--- src/logic/noc_path_pkg.sv ---
/*
  sizes and shared types of the 2x2 mesh path master
  route_t is laid out for exactly four routers of five ports each
  select codes name the input that feeds an output port
  path-free indices run 0..27, seven per source processor
*/
package noc_path_pkg;

    parameter int n_nodes    = 4;   // routers, one processor each
    parameter int n_ports    = 5;   // north south east west processor
    parameter int n_paths    = 28;  // 24 cross routes + 4 self routes
    parameter int sel_width  = 3;   // one input select field
    parameter int node_width = 2;   // destination number

    // bit position of a port inside one router's active slice
    typedef enum logic [$clog2(n_ports)-1:0] {
        proc  = 3'd0,
        west  = 3'd1,
        east  = 3'd2,
        south = 3'd3,
        north = 3'd4
    } port_e;

    // where the data of an output port comes from
    typedef enum logic [sel_width-1:0] {
        from_north = 3'd0,
        from_south = 3'd1,
        from_east  = 3'd2,
        from_west  = 3'd3,
        from_proc  = 3'd4
    } sel_e;

    // one candidate route through the mesh, 86 bits
    typedef struct packed {
        logic                                        valid;  // low for a missing alternate
        logic [$clog2(n_paths)-1:0]                  index;  // bit in path_free
        logic [n_nodes-1:0][n_ports-1:0]             used;   // output ports taken
        logic [n_nodes-1:0][n_ports-1:0][sel_width-1:0] code; // zero where unused
    } route_t;

endpackage
--- src/logic/noc_path_master.sv ---
/*
  central path master for a 2x2 mesh
  requests use valid/ready, ready is combinational in the request cycle
  grants appear on route_select, port_active, response one cycle later
  path_blocked is combinational from current requests and path_free
*/
`timescale 1ns/1ps

module noc_path_master (
    input  logic                                                      clock,
    input  logic                                                      reset,
    input  logic [noc_path_pkg::n_paths-1:0]                          path_free,
    input  logic [noc_path_pkg::n_nodes-1:0]                          req_valid,
    input  logic [noc_path_pkg::n_nodes*noc_path_pkg::node_width-1:0] req_dest,
    output logic [noc_path_pkg::n_nodes-1:0]                          req_ready,
    output logic [noc_path_pkg::n_nodes*noc_path_pkg::n_ports
                  *noc_path_pkg::sel_width-1:0]                       route_select,
    output logic [noc_path_pkg::n_nodes*noc_path_pkg::n_ports-1:0]    port_active,
    output logic [noc_path_pkg::n_nodes-1:0]                          response,
    output logic [noc_path_pkg::n_nodes*noc_path_pkg::n_ports-1:0]    path_blocked
);
    import noc_path_pkg::*;

    localparam int n_fields = n_nodes * n_ports;

    logic [n_fields-1:0]           claim;        // ports granted this cycle
    logic [n_fields-1:0]           select_write;
    logic [n_fields*sel_width-1:0] select_next;

    port_allocator allocator (
        .req_valid    (req_valid),
        .req_dest     (req_dest),
        .path_free    (path_free),
        .req_ready    (req_ready),
        .claim        (claim),
        .select_next  (select_next),
        .select_write (select_write)
    );

    route_control_reg #(
        .n_req       (n_nodes),
        .n_fields    (n_fields),
        .field_width (sel_width)
    ) control (
        .clock        (clock),
        .reset        (reset),
        .req_ready    (req_ready),
        .select_write (select_write),
        .select_next  (select_next),
        .claim        (claim),
        .route_select (route_select),
        .port_active  (port_active),
        .response     (response)
    );

    assign path_blocked = ~claim;  // high = port still free for the mesh

endmodule

--- src/logic/route_control_reg.sv ---
/*
  output registers of the path master
  select fields load only where strobed, others hold their code
  port_active and response follow claim and ready one cycle later
  asynchronous active high reset clears all outputs
*/
`timescale 1ns/1ps

module route_control_reg #(
    parameter int n_req       = noc_path_pkg::n_nodes,
    parameter int n_fields    = noc_path_pkg::n_nodes * noc_path_pkg::n_ports,
    parameter int field_width = noc_path_pkg::sel_width
) (
    input  logic                            clock,
    input  logic                            reset,
    input  logic [n_req-1:0]                req_ready,
    input  logic [n_fields-1:0]             select_write,
    input  logic [n_fields*field_width-1:0] select_next,
    input  logic [n_fields-1:0]             claim,
    output logic [n_fields*field_width-1:0] route_select,
    output logic [n_fields-1:0]             port_active,
    output logic [n_req-1:0]                response
);

    always_ff @(posedge clock or posedge reset)
    begin
        if (reset)
        begin
            route_select <= '0;
            port_active  <= '0;
            response     <= '0;
        end
        else
        begin
            for (int f = 0; f < n_fields; f++)
            begin
                if (select_write[f])  // untouched ports keep last code
                    route_select[f*field_width +: field_width] <=
                        select_next[f*field_width +: field_width];
            end
            port_active <= claim;      // one cycle grant pulse per port
            response    <= req_ready;
        end
    end

    // an active port had its select strobed on the previous edge
    for (genvar f = 0; f < n_fields; f++)
    begin : field_check
        assert property (@(posedge clock) disable iff (reset)
            port_active[f] |-> $past(select_write[f]))
        else $error("port %0d active without a fresh select", f);
    end

endmodule

--- src/logic/port_allocator.sv ---
/*
  fixed priority route allocation, P0 first and P3 last
  a route needs its path_free bit and no port claimed earlier in the chain
  primary is tried before alternate, a lost request simply retries
  fully combinational, ready is the grant
*/
`timescale 1ns/1ps

module port_allocator (
    input  logic [noc_path_pkg::n_nodes-1:0]                          req_valid,
    input  logic [noc_path_pkg::n_nodes*noc_path_pkg::node_width-1:0] req_dest,
    input  logic [noc_path_pkg::n_paths-1:0]                          path_free,
    output logic [noc_path_pkg::n_nodes-1:0]                          req_ready,
    output logic [noc_path_pkg::n_nodes*noc_path_pkg::n_ports-1:0]    claim,
    output logic [noc_path_pkg::n_nodes*noc_path_pkg::n_ports
                  *noc_path_pkg::sel_width-1:0]                       select_next,
    output logic [noc_path_pkg::n_nodes*noc_path_pkg::n_ports-1:0]    select_write
);
    import noc_path_pkg::*;

    localparam int n_fields = n_nodes * n_ports;  // one per router output port

    route_t                        primary   [n_nodes];
    route_t                        alternate [n_nodes];
    logic [n_fields-1:0]           taken;  // union of granted routes
    logic [n_fields*sel_width-1:0] codes;  // chosen select codes

    for (genvar i = 0; i < n_nodes; i++)
    begin : lookup
        route_table routes (
            .source    (node_width'(i)),                          // own processor
            .dest      (req_dest[i*node_width +: node_width]),
            .primary   (primary[i]),
            .alternate (alternate[i])
        );
    end

    // usable when enabled and clear of earlier claims
    function automatic logic fits(input route_t r, input logic [n_paths-1:0] free,
                                  input logic [n_fields-1:0] busy);
        return r.valid && free[r.index] && ((r.used & busy) == '0);
    endfunction

    always_comb
    begin : allocate
        route_t                        pick;
        logic [n_fields-1:0]           busy;
        logic [n_fields*sel_width-1:0] acc;
        busy      = '0;
        acc       = '0;
        req_ready = '0;
        for (int i = 0; i < n_nodes; i++)  // priority order
        begin
            pick = '0;
            if (req_valid[i])
            begin
                if (fits(primary[i], path_free, busy))
                    pick = primary[i];
                else if (fits(alternate[i], path_free, busy))
                    pick = alternate[i];
            end
            if (pick.valid)
            begin
                req_ready[i] = 1'b1;
                busy         = busy | pick.used;
                acc          = acc | pick.code;  // ports are disjoint, plain or merges
            end
        end
        taken = busy;
        codes = acc;
    end

    assign claim        = taken;
    assign select_write = taken;  // every claimed port gets a fresh code
    assign select_next  = codes;

endmodule

--- src/logic/route_table.sv ---
/*
  constant route lookup for one source processor
  mesh: R0 bottom left, R1 east of R0, R2 north of R0, R3 north of R1
  every cross pair has a primary and an alternate route
  self routes use the local processor port only, alternate is invalid
*/
`timescale 1ns/1ps

module route_table (
    input  logic [noc_path_pkg::node_width-1:0] source,
    input  logic [noc_path_pkg::node_width-1:0] dest,
    output noc_path_pkg::route_t                primary,
    output noc_path_pkg::route_t                alternate
);
    import noc_path_pkg::*;

    // one output port of one router on the way
    typedef struct packed {
        logic                  on;
        logic [node_width-1:0] node;
        port_e                 port;
        sel_e                  code;
    } hop_t;

    localparam hop_t none = '0;  // unused hop slot

    function automatic hop_t hop(input int node, input port_e port, input sel_e code);
        hop_t h;
        h.on   = 1'b1;
        h.node = node[node_width-1:0];
        h.port = port;
        h.code = code;
        return h;
    endfunction

    // up to four hops, source router first
    function automatic route_t path(input int idx, input hop_t h0, input hop_t h1,
                                    input hop_t h2, input hop_t h3);
        route_t r;
        hop_t   hops [4];
        r       = '0;
        r.valid = 1'b1;
        r.index = idx[$clog2(n_paths)-1:0];
        hops    = '{h0, h1, h2, h3};
        foreach (hops[k])
        begin
            if (hops[k].on)
            begin
                r.used[hops[k].node][hops[k].port] = 1'b1;
                r.code[hops[k].node][hops[k].port] = hops[k].code;
            end
        end
        return r;
    endfunction

    always_comb
    begin
        primary   = '0;
        alternate = '0;  // stays invalid for self routes
        case ({source, dest})
            {2'd0, 2'd0}: primary = path(0, hop(0, proc, from_proc), none, none, none);
            {2'd0, 2'd1}:
            begin
                primary   = path(1, hop(0, east, from_proc), hop(1, proc, from_west), none, none);
                alternate = path(2, hop(0, north, from_proc), hop(2, east, from_south),
                                 hop(3, south, from_west), hop(1, proc, from_north)); // 0-2-3-1
            end
            {2'd0, 2'd2}:
            begin
                primary   = path(3, hop(0, north, from_proc), hop(2, proc, from_south), none, none);
                alternate = path(4, hop(0, east, from_proc), hop(1, north, from_west),
                                 hop(3, west, from_south), hop(2, proc, from_east)); // 0-1-3-2
            end
            {2'd0, 2'd3}:
            begin
                primary   = path(5, hop(0, north, from_proc), hop(2, east, from_south),
                                 hop(3, proc, from_west), none);              // 0-2-3
                alternate = path(6, hop(0, east, from_proc), hop(1, north, from_west),
                                 hop(3, proc, from_south), none);             // 0-1-3
            end
            {2'd1, 2'd0}:
            begin
                primary   = path(8, hop(1, west, from_proc), hop(0, proc, from_east), none, none);
                alternate = path(9, hop(1, north, from_proc), hop(3, west, from_south),
                                 hop(2, south, from_east), hop(0, proc, from_north)); // 1-3-2-0
            end
            {2'd1, 2'd1}: primary = path(7, hop(1, proc, from_proc), none, none, none);
            {2'd1, 2'd2}:
            begin
                primary   = path(12, hop(1, north, from_proc), hop(3, west, from_south),
                                 hop(2, proc, from_east), none);              // 1-3-2
                alternate = path(13, hop(1, west, from_proc), hop(0, north, from_east),
                                 hop(2, proc, from_south), none);             // 1-0-2
            end
            {2'd1, 2'd3}:
            begin
                primary   = path(10, hop(1, north, from_proc), hop(3, proc, from_south), none, none);
                alternate = path(11, hop(1, west, from_proc), hop(0, north, from_east),
                                 hop(2, east, from_south), hop(3, proc, from_west)); // 1-0-2-3
            end
            {2'd2, 2'd0}:
            begin
                primary   = path(17, hop(2, south, from_proc), hop(0, proc, from_north), none, none);
                alternate = path(18, hop(2, east, from_proc), hop(3, south, from_west),
                                 hop(1, west, from_north), hop(0, proc, from_east)); // 2-3-1-0
            end
            {2'd2, 2'd1}:
            begin
                // index 20 is tried before 19 here
                primary   = path(20, hop(2, east, from_proc), hop(3, south, from_west),
                                 hop(1, proc, from_north), none);             // 2-3-1
                alternate = path(19, hop(2, south, from_proc), hop(0, east, from_north),
                                 hop(1, proc, from_west), none);              // 2-0-1
            end
            {2'd2, 2'd2}: primary = path(14, hop(2, proc, from_proc), none, none, none);
            {2'd2, 2'd3}:
            begin
                primary   = path(15, hop(2, east, from_proc), hop(3, proc, from_west), none, none);
                alternate = path(16, hop(2, south, from_proc), hop(0, east, from_north),
                                 hop(1, north, from_west), hop(3, proc, from_south)); // 2-0-1-3
            end
            {2'd3, 2'd0}:
            begin
                primary   = path(26, hop(3, south, from_proc), hop(1, west, from_north),
                                 hop(0, proc, from_east), none);              // 3-1-0
                alternate = path(27, hop(3, west, from_proc), hop(2, south, from_east),
                                 hop(0, proc, from_north), none);             // 3-2-0
            end
            {2'd3, 2'd1}:
            begin
                primary   = path(24, hop(3, south, from_proc), hop(1, proc, from_north), none, none);
                alternate = path(25, hop(3, west, from_proc), hop(2, south, from_east),
                                 hop(0, east, from_north), hop(1, proc, from_west)); // 3-2-0-1
            end
            {2'd3, 2'd2}:
            begin
                primary   = path(22, hop(3, west, from_proc), hop(2, proc, from_east), none, none);
                alternate = path(23, hop(3, south, from_proc), hop(1, west, from_north),
                                 hop(0, north, from_east), hop(2, proc, from_south)); // 3-1-0-2
            end
            {2'd3, 2'd3}: primary = path(21, hop(3, proc, from_proc), none, none, none);
        endcase
    end

endmodule

--- config.mk ---
export PLATFORM = sky130hd
export DESIGN_NAME = noc_path_master
export DESIGN_NICKNAME = d
export VERILOG_FILES = /design/src/logic/noc_path_pkg.sv /design/src/logic/noc_path_master.sv /design/src/logic/route_control_reg.sv /design/src/logic/port_allocator.sv /design/src/logic/route_table.sv
export SDC_FILE = /design/constraint.sdc
export NUM_CORES = 1
export LEC_CHECK = 0
export ABC_AREA = 1
export CAP_MARGIN = 20
export CORE_ASPECT_RATIO = 0.9
export CORE_MARGIN = 8
export CORE_UTILIZATION = 35
export DETAILED_ROUTE_END_ITERATION = 10
export DONT_BUFFER_PORTS = 1
export PLACE_DENSITY = 0.5
export SYNTH_ARGS = -nofsm -noshare
export SYNTH_HDL_FRONTEND = slang
export SYNTH_SLANG_ARGS = --single-unit
export TNS_END_PERCENT = 20
--- constraint.sdc ---
create_clock -name clock -period 9.2 [get_ports clock]
set_clock_uncertainty 0.15 [all_clocks]
set_input_delay 1.38 -clock clock [delete_from_list [all_inputs] [get_ports clock]]
set_output_delay 1.38 -clock clock [all_outputs]
set_load 0.02 [all_outputs]
# Word-level counts from Yosys, hierarchy flattened
# Index checks and enable logic that the tools add are counted.
# classes
magnitude_cmp	8
n_eq_ne	12
mux	48
bitwise_logic	13
n_reduce_logical	27
# op_table
cell	n
case mux 86 bit (5 select lines)	3
two-way mux 86 bit	12
case mux 86 bit (3 select lines)	4
case mux 86 bit (4 select lines)	1
two-way mux 60 bit	4
OR 60 bit	3
bitwise AND 20 bit	6
logical NOT 20 bit	6
two-way mux 20 bit	4
OR 20 bit	3
< comparator 5 x 6 -> 1 bit (second input constant)	8
binary-select mux 1 bit (select 5 bit)	8
NOT 20 bit	1
== test 2 bit (second input constant)	8
logical NOT 4 bit	4
logical AND 1 bit	14
two-way mux 1 bit	12
== test 2 x 1 -> 1 bit (second input constant)	4
logical NOT 2 bit	3
# word_totals
ff_bits	84
inputBits	42
out_inout_bits	108
wordCells	130

# Depth between registers and ports, before layout
# Gate-level depths: netlist (run 1).
# logic_depth
ltp_word	34
ltp_mapped	32
ltp_nobuf	31

# By module
# From an unflattened synthesis (run 1), not the netlist that was laid out.
# unflattened
hier_cells	3380
area_unflattened_um2	18252.5
# by_module_without_submodules
mod	n_inst	cells_each	area_each_um2	seq_area_each_um2
port_allocator	1	2179	10131.0	0.0
route_table	4	224	1297.5	0.0
route_control_reg	1	285	2856.5	2102.0
noc_path_master	1	20	75.1	0.0

# Least setup slack after synthesis (run 1)
# No wires, ideal clock.
# synth_timing
kind	input to output
from	in req_dest[3] (netlist name)
to	out req_ready[3] (netlist name)
arrival_ps	4006
t_required_ps	7670
setup_slack_ps	3664
cell_stages	24
n_path_buf	1
path_cell_list	inv_1 > ha_1 > clkbuf_2 > inv_1 > nor2_1 > nor2_1 > o21ai_0 > nand3_1 > nand2_1 > nor2_2 > nand3_4 > nand2_2 > nor2_4 > o21ai_2 > nand3_1 > nor2_4 > nor2_1 > nand2_1 > nand2_2 > nand2_1 > nand2_1 > nor2_4 > nand2_2 > a21oi_1
# synth_between
elab_chain_len	26
elab_cells_between_ends	45
cone_classes	3 x eq/ne; 18 x mux; 8 x bitwise; 16 x reduce/logical
# synth_rtl
element	line_no	rtl
start: declaration	noc_path_master.sv:14	input logic [noc_path_pkg::n_nodes*noc_path_pkg::node_width-1:0] req_dest,
== test 2 bit / logical NOT 2 bit (equally long branches)	route_table.sv:60	case ({source, dest})
case mux 86 bit (3 select lines)	route_table.sv:60	
binary-select mux 1 bit (select 5 bit)	port_allocator.sv:41	return r.valid && free[r.index] && ((r.used & busy) == '0);
two-way mux 1 bit (implied by the code)	port_allocator.sv:41	
logical AND 1 bit (2 in a row)	port_allocator.sv:41	
two-way mux 86 bit	port_allocator.sv:59	else if (fits(alternate[i], path_free, busy))
two-way mux 86 bit *	port_allocator.sv:57	if (fits(primary[i], path_free, busy))
two-way mux 86 bit *	port_allocator.sv:55	if (req_valid[i])
[... 9 more ...]	n/a	
two-way mux 20 bit *	port_allocator.sv:62	if (pick.valid)
bitwise AND 20 bit	port_allocator.sv:41	
logical NOT 20 bit	port_allocator.sv:41	
logical AND 1 bit	port_allocator.sv:41	
two-way mux 86 bit	port_allocator.sv:59	
two-way mux 86 bit *	port_allocator.sv:57	
two-way mux 86 bit *	port_allocator.sv:55	
two-way mux 1 bit *	port_allocator.sv:62	
end: declaration	noc_path_master.sv:15	output logic [noc_path_pkg::n_nodes-1:0] req_ready,
# Mark *: on every way between the ends. The rest lies on a longest branch, timed or not. The select of a mux whose other input is x is not followed.

# Worst setup path after layout (run 1)
# layout_timing
from	in req_dest[3] (netlist name)
to	out path_blocked[13] (netlist name)
# layout_between
elab_chain_len	28
elab_cells_between_ends	47
cone_classes	3 x eq/ne; 18 x mux; 10 x bitwise; 16 x reduce/logical
# layout_rtl
element	line_no	rtl
== test 2 bit / logical NOT 2 bit (equally long branches)	route_table.sv:60	
case mux 86 bit (3 select lines)	route_table.sv:60	
binary-select mux 1 bit (select 5 bit)	port_allocator.sv:41	
two-way mux 1 bit (implied by the code)	port_allocator.sv:41	
logical AND 1 bit (2 in a row)	port_allocator.sv:41	
two-way mux 86 bit	port_allocator.sv:59	
two-way mux 86 bit *	port_allocator.sv:57	
two-way mux 86 bit *	port_allocator.sv:55	
[... 12 more ...]	n/a	
logical AND 1 bit	port_allocator.sv:41	
two-way mux 86 bit	port_allocator.sv:59	
two-way mux 86 bit	port_allocator.sv:57	
two-way mux 86 bit	port_allocator.sv:55	
OR 20 bit	port_allocator.sv:65	busy = busy | pick.used;
two-way mux 20 bit *	port_allocator.sv:62	
named net allocator.claim, one bit	port_allocator.sv:14	output logic [noc_path_pkg::n_nodes*noc_path_pkg::n_ports-1:0] claim,
NOT 20 bit *	noc_path_master.sv:56	assign path_blocked = ~claim;
end: declaration	noc_path_master.sv:20	output logic [noc_path_pkg::n_nodes*noc_path_pkg::n_ports-1:0] path_blocked
# Mark *: on every way through the listed nets, which the timed path passes. The rest lies on a longest branch. The select of a mux whose other input is x is not followed.

==> results.toml, run 1 <==
[clock_tree]
cts-root-buf = "clkbuf_16"
ctsResizeCount = 0
worstSkewPairLatency_ns = 0.28
postCtsSetupBuffers = 0
h-tree-depth = 2
cts_buffer_depth = 2
cts_hold_buf = 0
cts_buffers = 5
cts_tree = "built"
cts_sinks = 40
cts.clk_slew.worst_paths_ns = 0.06

[hold_path]
hold_path_end = "control.route_select[41]"
hold_start = "control.route_select[41]"
worstHoldPathCells = 2
hold_class = "flop to flop"

[synthesis]
syn_inst = 547
synth_edf_count = 0
synth_area_um2 = 3715
syn_area_per_cell_um2 = 6.791
synth-async-reset-ratio = 1.000
synth.ff_latch_count = 40
yosysWarnings = 0
ys.flop_type = "dfrtp_1"
synth.distinct_cells = 37
ys_seq_area_frac = 0.2695

[worst_setup_path]
r2r_slack_ns = 8.19
r2r_end = "control.route_select[28]"
worst_setup_path_start_kind = "input pin"
critical_path_class = "input pin to output pin"
cp-end-kind = "output pin"
crit_path_max_fanout = 8
r2r-start = "control.route_select[28]"
crit_arrival_ns = 4.72
cp.required_ns = 7.67
reg2reg_depth = 1

[power]
power_density_nw_per_um2 = 186.0
peakVddDrop_mv = 0.1526
p_leak_nw = 2.125

[grt]
overflow = 0
grt_pass1_vias = 3367
grtUsageTotal = 0.1590
grt_max_degree = 41
antenna_found_initial = 0
grt_pass1_wl_um = 18350

[sta]
finalCriticalPeriod_ns = 6.251
postLayoutSetupSlackWorst_ns = 2.949
max_freq_mhz = 160.0
worstMarginPinSlew_ns = 0.8588
tns_ns = 0
maxSlewHeadroom = 0.4266
rsz0062_at_grt = "false"
fin_crit_sh = 0.6795
finalHoldViolCount = 0
setup_viol = 0
finalMaxSlewViolations = 0

[floorplan]
io_pins = 150
start_util = 0.3610
coreArea_um2 = 10290
dieArea_um2 = 14170
die_w_um = 124.6
fp.dieH_um = 113.7
num_rows = 35

[route]
dr.pass1.iters = 5
vias = 3307
wl_per_cell_um = 16.93
drt_iter0_markers = 251
ant_nets = 0
drc = 0
wirelength_um = 11340
vias_per_cell = 4.936

[cells_and_area]
syn_to_final_growth_pct = 1.145
layout.nets = 598
final_core_util = 0.3651
final_cells = 670
layout-drive-gt1-share = 0.1312
num-fill-cells = 1117
diodes = 0

[place]
hpwlAfterDp_um = 9609
place_ws_ns = 2.934
portBuffers = 0
place_inst = 663
place.gp.congestion = 0.9224

[run]
maxCapViolCount = 0

[status]
status = "finished, final reports clean"
-- cells in the mapped netlist, drive strengths merged (3+ instances only) --
cell type	instances	area share
inv	89	0.090
nor2	53	0.072
buf	56	0.11
a21oi	17	0.025
nand2	150	0.17
dfrtp	40	0.27
o22ai	4	0.0067
clkbuf	4	0.0044
o21ai	19	0.027
ha	15	0.051
nand4	11	0.019
nand3	68	0.11
o211ai	4	0.0081
nand3b	3	0.0061
-- how the worst max path moves through the flow --
stage           startpoint                to  slack [ns]
2_1_floorplan  req_dest[3]      req_ready[3]        3.66
3_3_place_gp   req_dest[3]   path_blocked[4]        2.94
3_5_place_dp   req_dest[3]   path_blocked[4]        2.93
4_1_cts        req_dest[3]   path_blocked[4]        2.93
5_1_grt        req_dest[3]  path_blocked[13]        2.54
6_report       req_dest[3]  path_blocked[13]        2.95
-- metal layers --
| layer | track usage | part of all wire |
|---|---|---|
| met4 | 0.04411 | 0.016 |
| met5 | 0 | 0 |
| met2 | 0.2349 | 0.42 |
| met3 | 0.04358 | 0.090 |
| met1 | 0.2206 | 0.47 |
-- cells by family (layout without fill, tap and decap cells) --
family | after synthesis | count (layout) | share of synthesized area
and+or+nand+nor | 288 | 288 | 0.3830
buffers and inverters | 149 | 96 | 0.2055
AOI/OAI and AO/OA | 53 | 53 | 0.08959
DFF | 40 | 40 | 0.2695
adders and majority gates | 15 | 15 | 0.05052
other | 2 | 49 | 0.002022
-- critical path, cell delays in order --
cell      delay [ns]
inv_1           0.10
ha_1            0.37
inv_1           0.21
nand2_1         0.10
nand3_1         0.07
nand3b_1        0.10
nand3b_1        0.13
nand3_2         0.13
inv_2           0.05
nand3_4         0.12
nor2_2          0.05
nand2_1         0.10
nand2_1         0.10
nand2_1         0.13
nand3_2         0.11
nor2_4          0.19
nand2_1         0.11
nand3_1         0.22
a21oi_1         0.12
nor2_2          0.20
nand2_2         0.12
nor2_4          0.17
inv_2           0.07
nand2_1         0.08
inv_2           0.06
nand2_2         0.06
inv_2           0.07
-- final cells by class --
type,instances,area (um^2),area share
Inverter,89,334.1,0.08891
Clock buffer,6,128.9,0.03430
Sequential cell,40,1001,0.2664
Clock inverter,1,5.005,0.001332
Multi-Input combinational cell,405,2127,0.5661
Tap cell,129,161.4,0.04296
-- per-stage QoR --
stage	power [mW]	hold WS [ns]	area, um^2
floorplan	0.5113	0.4251	3891
global placement	0.5384	0.4562	3623
detailed placement	0.5402	0.4577	3623
CTS	0.7064	0.4726	3757
global route	0.7465	0.4890	3757
finish	0.6988	0.4650	3757
-- power breakdown --
part,switching (mW),internal (mW)
Clock,0.0653,0.0985
Sequential,0.0961,0.220
Combinational,0.159,0.0593
Total,0.321,0.378
-- registers in the layout, summed over array words and instances, names as in the netlist --
signal / flops
control.port_active: 12
control.route_select: 24
control.response: 4
-- cells in the final DEF (no fill, tap or decap), drive strengths merged --
cell type,instances
nand2,150
inv,89
nand3,68
nor2,53
conb,49
dfrtp,40
o21ai,19
a21oi,17
ha,15
nand4,11
clkbuf,6
o211ai,4
o22ai,4
nand3b,3
a211oi,2
nor3,2
a22oi,1
a21boi,1
a221oi,1
or2,1
a21o,1
o2111ai,1
o21bai,1
a311oi,1
clkinv,1
Power figures use the tool's default switching activity.
==> run 2, diff against run 1 <==
Settings changed: ABC_AREA 1 to 0.
Clock period 9.2 ns to 5.8 ns, I/O delays scaled along.
==> results.toml, run 2 <==
[synthesis]
yosys.area.top_type = "dfrtp_1"
ys.flop_type = "dfrtp_1"
synth.distinct_cells = 85
synthTopCellsByArea = "dfrtp_1, buf_4, ha_1"
synthMuxAreaShare = 0.08822
synth_fa_ha_area_frac = 0.05051
synth_most_common_cell = "buf_4"
synth-async-reset-ratio = 1.000
synth_area_um2 = 3716
synth_edf_count = 0
syn_area_per_cell_um2 = 8.911
synthSimpleGateAreaFrac = 0.1963
synth_xor_area_frac = 0
synth_common_cells = "buf_4, nand2_1, dfrtp_1"
ys_seq_area_frac = 0.2694
synth_top_family_by_area = "compound AO/OA/AOI/OAI gates"
synth-compound-area-share = 0.2434
yosysWarnings = 0
syn_inst = 417
synth.ff_latch_count = 40
synth_top_area_frac = 0.2694

[worst_setup_path]
cp-end-kind = "output pin"
cp.required_ns = 4.78
crit_arrival_ns = 4.40
crit_path_max_fanout = 8
cpPeakStageDelay_ns = 0.53
worst_path_max_delay_cell = "mux4_2"
worst_setup_path_start_kind = "input pin"
critical_path_class = "input pin to output pin"
critPathTopFamily = "compound AO/OA/AOI/OAI gates"
path_buf_inv = 2
path_cells = "inv_1, ha_2, mux4_2, nand2_1, o21ai_4, and3_4, nand2b_1, buf_4, a211o_1, a31oi_1, o2111a_1, o21ai_2, a21oi_1, and2_1"

[status]
status = "finished, final reports clean"

[place]
place.gp.congestion = 0.9362
portBuffers = 0
hpwlAfterDp_um = 10060
place_inst = 540

[floorplan]
die_w_um = 124.6
start_util = 0.3611
dieArea_um2 = 14180
coreArea_um2 = 10290
io_pins = 150
fp.dieH_um = 113.8
num_rows = 35

[cells_and_area]
top_regs = "control.route_select (24), control.port_active (12), control.response (4)"
syn_to_final_growth_pct = 4.444
layout.nets = 475
layout-drive-gt1-share = 0.1718
final_cells = 548
final_core_util = 0.3771
diodes = 0
largest_register_ff_count = 24
mostFrequentLayoutCells = "nand2_1, conb_1, dfrtp_1"
regMostFlops = "control.route_select"
num-fill-cells = 1052

[route]
met1Wirelength_um = 5244
dr.pass1.iters = 5
ant_nets = 0
vias_per_cell = 5.655
wl_met2_um = 5520
top_layer_used = "met4"
vias = 3099
route.met3.wl_um = 1186
drt_iter0_markers = 247
drc = 0
wirelength_um = 12130
wl_per_cell_um = 22.14

[grt]
overflow = 0
grt_max_degree = 41
grt_pass1_wl_um = 19440
grtUsageTotal = 0.1696
antenna_found_initial = 0
grt_pass1_vias = 3284

[sta]
finalHoldViolCount = 0
rsz0062_at_grt = "false"
fin_crit_sh = 0.9348
finalCriticalPeriod_ns = 5.422
max_freq_mhz = 184.4
tns_ns = 0
finalMaxSlewViolations = 0
worstMarginPinSlew_ns = 0.7989
setup_viol = 0
maxSlewHeadroom = 0.4662

[clock_tree]
postCtsSetupBuffers = 0
ctsResizeCount = 0
cts_buffer_depth = 2
cts-root-buf = "clkbuf_16"
worstSkewPairLatency_ns = 0.28
cts_tree = "built"
cts_buffers = 5
cts.clk_slew.worst_paths_ns = 0.07
cts_hold_buf = 0
h-tree-depth = 2
cts_sinks = 40

[power]
peakVddDrop_mv = 0.1339
p_leak_nw = 1.794
power_density_nw_per_um2 = 297.7

[run]
maxCapViolCount = 0

[hold_path]
hold_class = "input pin to async pin"
-- run 2: cell type report --
| class | instances | area (um^2) | area share |
|---|---|---|---|
| clock buffer | 5 | 125.1 | 0.03224 |
| multi-input combinational | 333 | 2356 | 0.6070 |
| clock inverter | 3 | 46.29 | 0.01193 |
| sequential | 40 | 1001 | 0.2579 |
| tap | 129 | 161.4 | 0.04159 |
| inverter | 25 | 93.84 | 0.02418 |
| timing repair buffer | 13 | 97.59 | 0.02515 |
-- run 2: stage by stage --
step           area [um^2]  worst slack, ns  power (mW)  hold WS [ns]
2_1_floorplan         3892           0.8195      0.7785        0.4282
3_3_place_gp          3687           0.1625      0.8339        0.4599
3_5_place_dp          3687           0.1196      0.8340        0.4697
4_1_cts               3859           0.1025       1.164        0.4484
5_1_grt               3881           0.1189       1.223        0.4837
6_report              3881           0.3780       1.156        0.4306
-- run 2: final timing paths --
path | startpoint | endpoint | slack [ns] | depth (start not counted)
max in group asynchronous | reset | control.port_active[13] | 4.73 | 2
min | reset | control.route_select[8] | 0.43 | 2
max reg2reg | control.route_select[16] | control.route_select[16] | 4.74 | 2
max | req_dest[3] | path_blocked[4] | 0.38 | 14
min in group clock | control.route_select[45] | control.route_select[45] | 0.47 | 2
min reg2reg | control.route_select[45] | control.route_select[45] | 0.47 | 2
-- run 2: where the power goes --
group	switching [mW]	internal [mW]
clock network	0.121	0.205
logic	0.221	0.122
registers	0.143	0.345
total	0.484	0.672
-- run 2: logic make-up (layout without fill, tap and decap cells) --
logic type / after synthesis / after routing
muxes: 22 / 22
adders and majority gates: 15 / 15
buffers and inverters: 91 / 46
other: 2 / 49
and+or+nand+nor: 141 / 141
DFF: 40 / 40
AOI/OAI and AO/OA: 106 / 106
-- run 2: worst reg2reg max path, delay by kind of cell (launching register included) --
| kind | cells | cell delay [ns] |
|---|---|---|
| AOI/OAI and AO/OA | 1 | 0.16 |
| buffers and inverters | 1 | 0.08 |
| DFF | 1 | 0.58 |
-- run 2: routing by layer --
| metal | vias to the layer above | global-route usage |
|---|---|---|
| li1 | 1402 | - |
| met2 | 181 | 0.2705 |
| met4 | 0 | 0.04651 |
| met1 | 1503 | 0.2193 |
| met5 | - | 0 |
| met3 | 13 | 0.04822 |
==> run 3, diff against run 2 <==
Settings changed: SYNTH_HIERARCHICAL set to 1, TNS_END_PERCENT 20 to 50.
==> results.toml, run 3 <==
[status]
status = "complete, but fails checks"
violations = "slew limit, setup timing"

[route]
wl_met2_um = 39030
route.met3.wl_um = 6648
dr.pass1.iters = 6
drt_iter0_markers = 1624
wirelength_um = 86620
vias = 17716
vias_per_cell = 5.631
wl_per_cell_um = 27.53
met1Wirelength_um = 36640
ant_nets = 0
drc = 0
top_layer_used = "met5"

[power]
p_leak_nw = 8.302
peakVddDrop_mv = 0.2017
power_mw = 4.595
power_density_nw_per_um2 = 226.1

[grt]
overflow = 0
grt_max_degree = 65
grtUsageTotal = 0.2745
grt_pass1_wl_um = 123000
antenna_found_initial = 3
grt_pass1_vias = 17041

[sta]
postLayoutSetupSlackWorst_ns = -0.9548
finalCriticalPeriod_ns = 6.755
maxSlewHeadroom = -0.3525
rsz0062_at_grt = "true"
worstMarginPinSlew_ns = 2.024
finalMaxSlewViolations = 7
max_freq_mhz = 148.0
fin_crit_sh = 1.165
setup_viol = 42
finalHoldViolCount = 0
hold_slack_ns = 0.2381
tns_ns = -15.35

[synthesis]
synthMuxAreaShare = 0.2315
synth_top_family_by_area = "buffers and inverters"
synth-compound-area-share = 0.2446
synth_most_common_cell = "buf_4"
synthTopCellsByArea = "buf_4, dfrtp_1, mux2i_1"
synth_common_cells = "buf_4, inv_1, nor2_1"
syn_inst = 2315
synth_fa_ha_area_frac = 0
syn_area_per_cell_um2 = 8.023
ys_seq_area_frac = 0.1132
synth_area_um2 = 18570
yosys.area.top_type = "buf_4"
synth-async-reset-ratio = 1.000
synth_edf_count = 0
synth.distinct_cells = 92
synth.ff_latch_count = 84
synthSimpleGateAreaFrac = 0.1314
synth_top_area_frac = 0.1839
synth_xor_area_frac = 0.001886
ys.flop_type = "dfrtp_1"
yosysWarnings = 6

[cells_and_area]
layout.nets = 2484
layout-drive-gt1-share = 0.2673
final_core_util = 0.3853
postLayoutCellArea_um2 = 20320
final_common_cell = "conb_1"
largest_register_ff_count = 60
mostFrequentLayoutCells = "conb_1, buf_4, inv_1"
regMostFlops = "control/route_select"
syn_to_final_growth_pct = 9.424
top_regs = "control/route_select (60), control/port_active (20), control/response (4)"

[floorplan]
fp.dieH_um = 234.5
num_rows = 80
io_pins = 150
dieArea_um2 = 60700
start_util = 0.3521
die_w_um = 258.8
coreArea_um2 = 52750

[place]
portBuffers = 0
placed_cell_area_um2 = 19110
hpwlAfterDp_um = 68960
place.gp.congestion = 1.001

[worst_setup_path]
cp.required_ns = 4.78
r2r_end = "control/route_select[51]"
critical_path_class = "input pin to output pin"
crit_path_max_fanout = 18
crit_arrival_ns = 5.73
reg2reg_depth = 1
cp-end-kind = "output pin"
r2r_slack_ns = 4.74
worst_setup_path_start_kind = "input pin"
r2r-start = "control/route_select[51]"

[run]
maxCapViolCount = 0

[clock_tree]
cts_buffer_depth = 2
h-tree-depth = 3
cts_buffers = 9
cts_tree = "built"
worstSkewPairLatency_ns = 0.35
cts_sinks = 84
cts-root-buf = "clkbuf_16"
cts.clk_slew.worst_paths_ns = 0.07

[hold_path]
hold_class = "input pin to async pin"
-- run 3: cell count changes after synthesis, sizes merged, moves of 93 or more --
| cell | before | now |
|---|---|---|
| buf | 58 | 541 |
| inv | 24 | 210 |
| nor2 | 24 | 189 |
| mux2i | 11 | 148 |
| mux2 | 3 | 136 |
| a22oi | 3 | 96 |
-- run 3: power breakdown --
part           internal (mW)  switching (mW)  total, mW
Combinational           1.18            1.57       2.75
Clock                  0.385           0.280      0.665
Sequential             0.784           0.392       1.18
-- run 3: worst max-delay path, stage by stage --
cell and delay [ns]:
nand2b_4 0.13, inv_4 0.05, o31a_1 0.21, mux4_2 0.52, nand3b_1 0.11, buf_4 0.12
nand4_4 0.11, buf_6 0.15, a311oi_4 0.26, o21ai_4 0.13, nor3_4 0.30, a21boi_4 0.31
a311oi_4 0.14, nand4_4 0.16, buf_6 0.14, mux2_2 0.41, a22oi_1 0.21, a41oi_2 0.19
or4_4 0.59, nand4_4 0.15, buf_12 0.16, o221ai_4 0.14, inv_2 0.14
-- run 3: final cells by class --
type                    instances  area (um^2)
fillers                      5517        32430
repair buffers                340         2769
flip-flops and latches         84         2102
multi-input cells            1796        13440
diodes                          2        5.005
well taps                     697        872.1
clock inverters                 7        105.1
clock buffers                   9        225.2
inverters                     211        807.0
-- run 3: cells by family (layout without fill, tap and decap cells) --
family | after synthesis | in the layout
and+or+nand+nor | 485 | 485
DFF | 84 | 84
other | 10 | 386
xor gates and xnor gates | 4 | 4
buffers and inverters | 809 | 567
muxes | 341 | 341
AOI/OAI and AO/OA | 582 | 582
-- run 3: what timing repair did --
| action | CTS | global route |
|---|---|---|
| hold buffers | 0 | 0 |
| cloned | 0 | 1 |
| setup buffers | 20 | 15 |
| pin swaps | 20 | 15 |
| resized for setup | 79 | 37 |
| endpoints found under the setup margin | 55 | 54 |
-- run 3: per-layer routing --
layer / global-route usage / up-vias
li1: - / 7883
met1: 0.3608 / 8698
met2: 0.4435 / 937
met3: 0.04382 / 194
met4: 0.1177 / 4
met5: 0 / -
-- run 3: worst max-delay path by stage --
stage	from	endpoint	slack, ns
after detailed placement	req_dest[4]	path_blocked[13]	-1.24
after floorplan	req_dest[1]	path_blocked[18]	-0.87
after CTS	req_dest[1]	path_blocked[2]	-0.91
after global routing	req_dest[0]	path_blocked[2]	-1.10
final	req_dest[1]	path_blocked[4]	-0.95
after global placement	req_dest[4]	path_blocked[13]	-1.31
-- run 3: metrics by stage --
step	std cells	setup slack [ns]
3_5_place_dp	3096	-1.241
6_report	3146	-0.9548
4_1_cts	3131	-0.9115
5_1_grt	3145	-1.099
3_3_place_gp	3096	-1.315
2_1_floorplan	2689	-0.8732
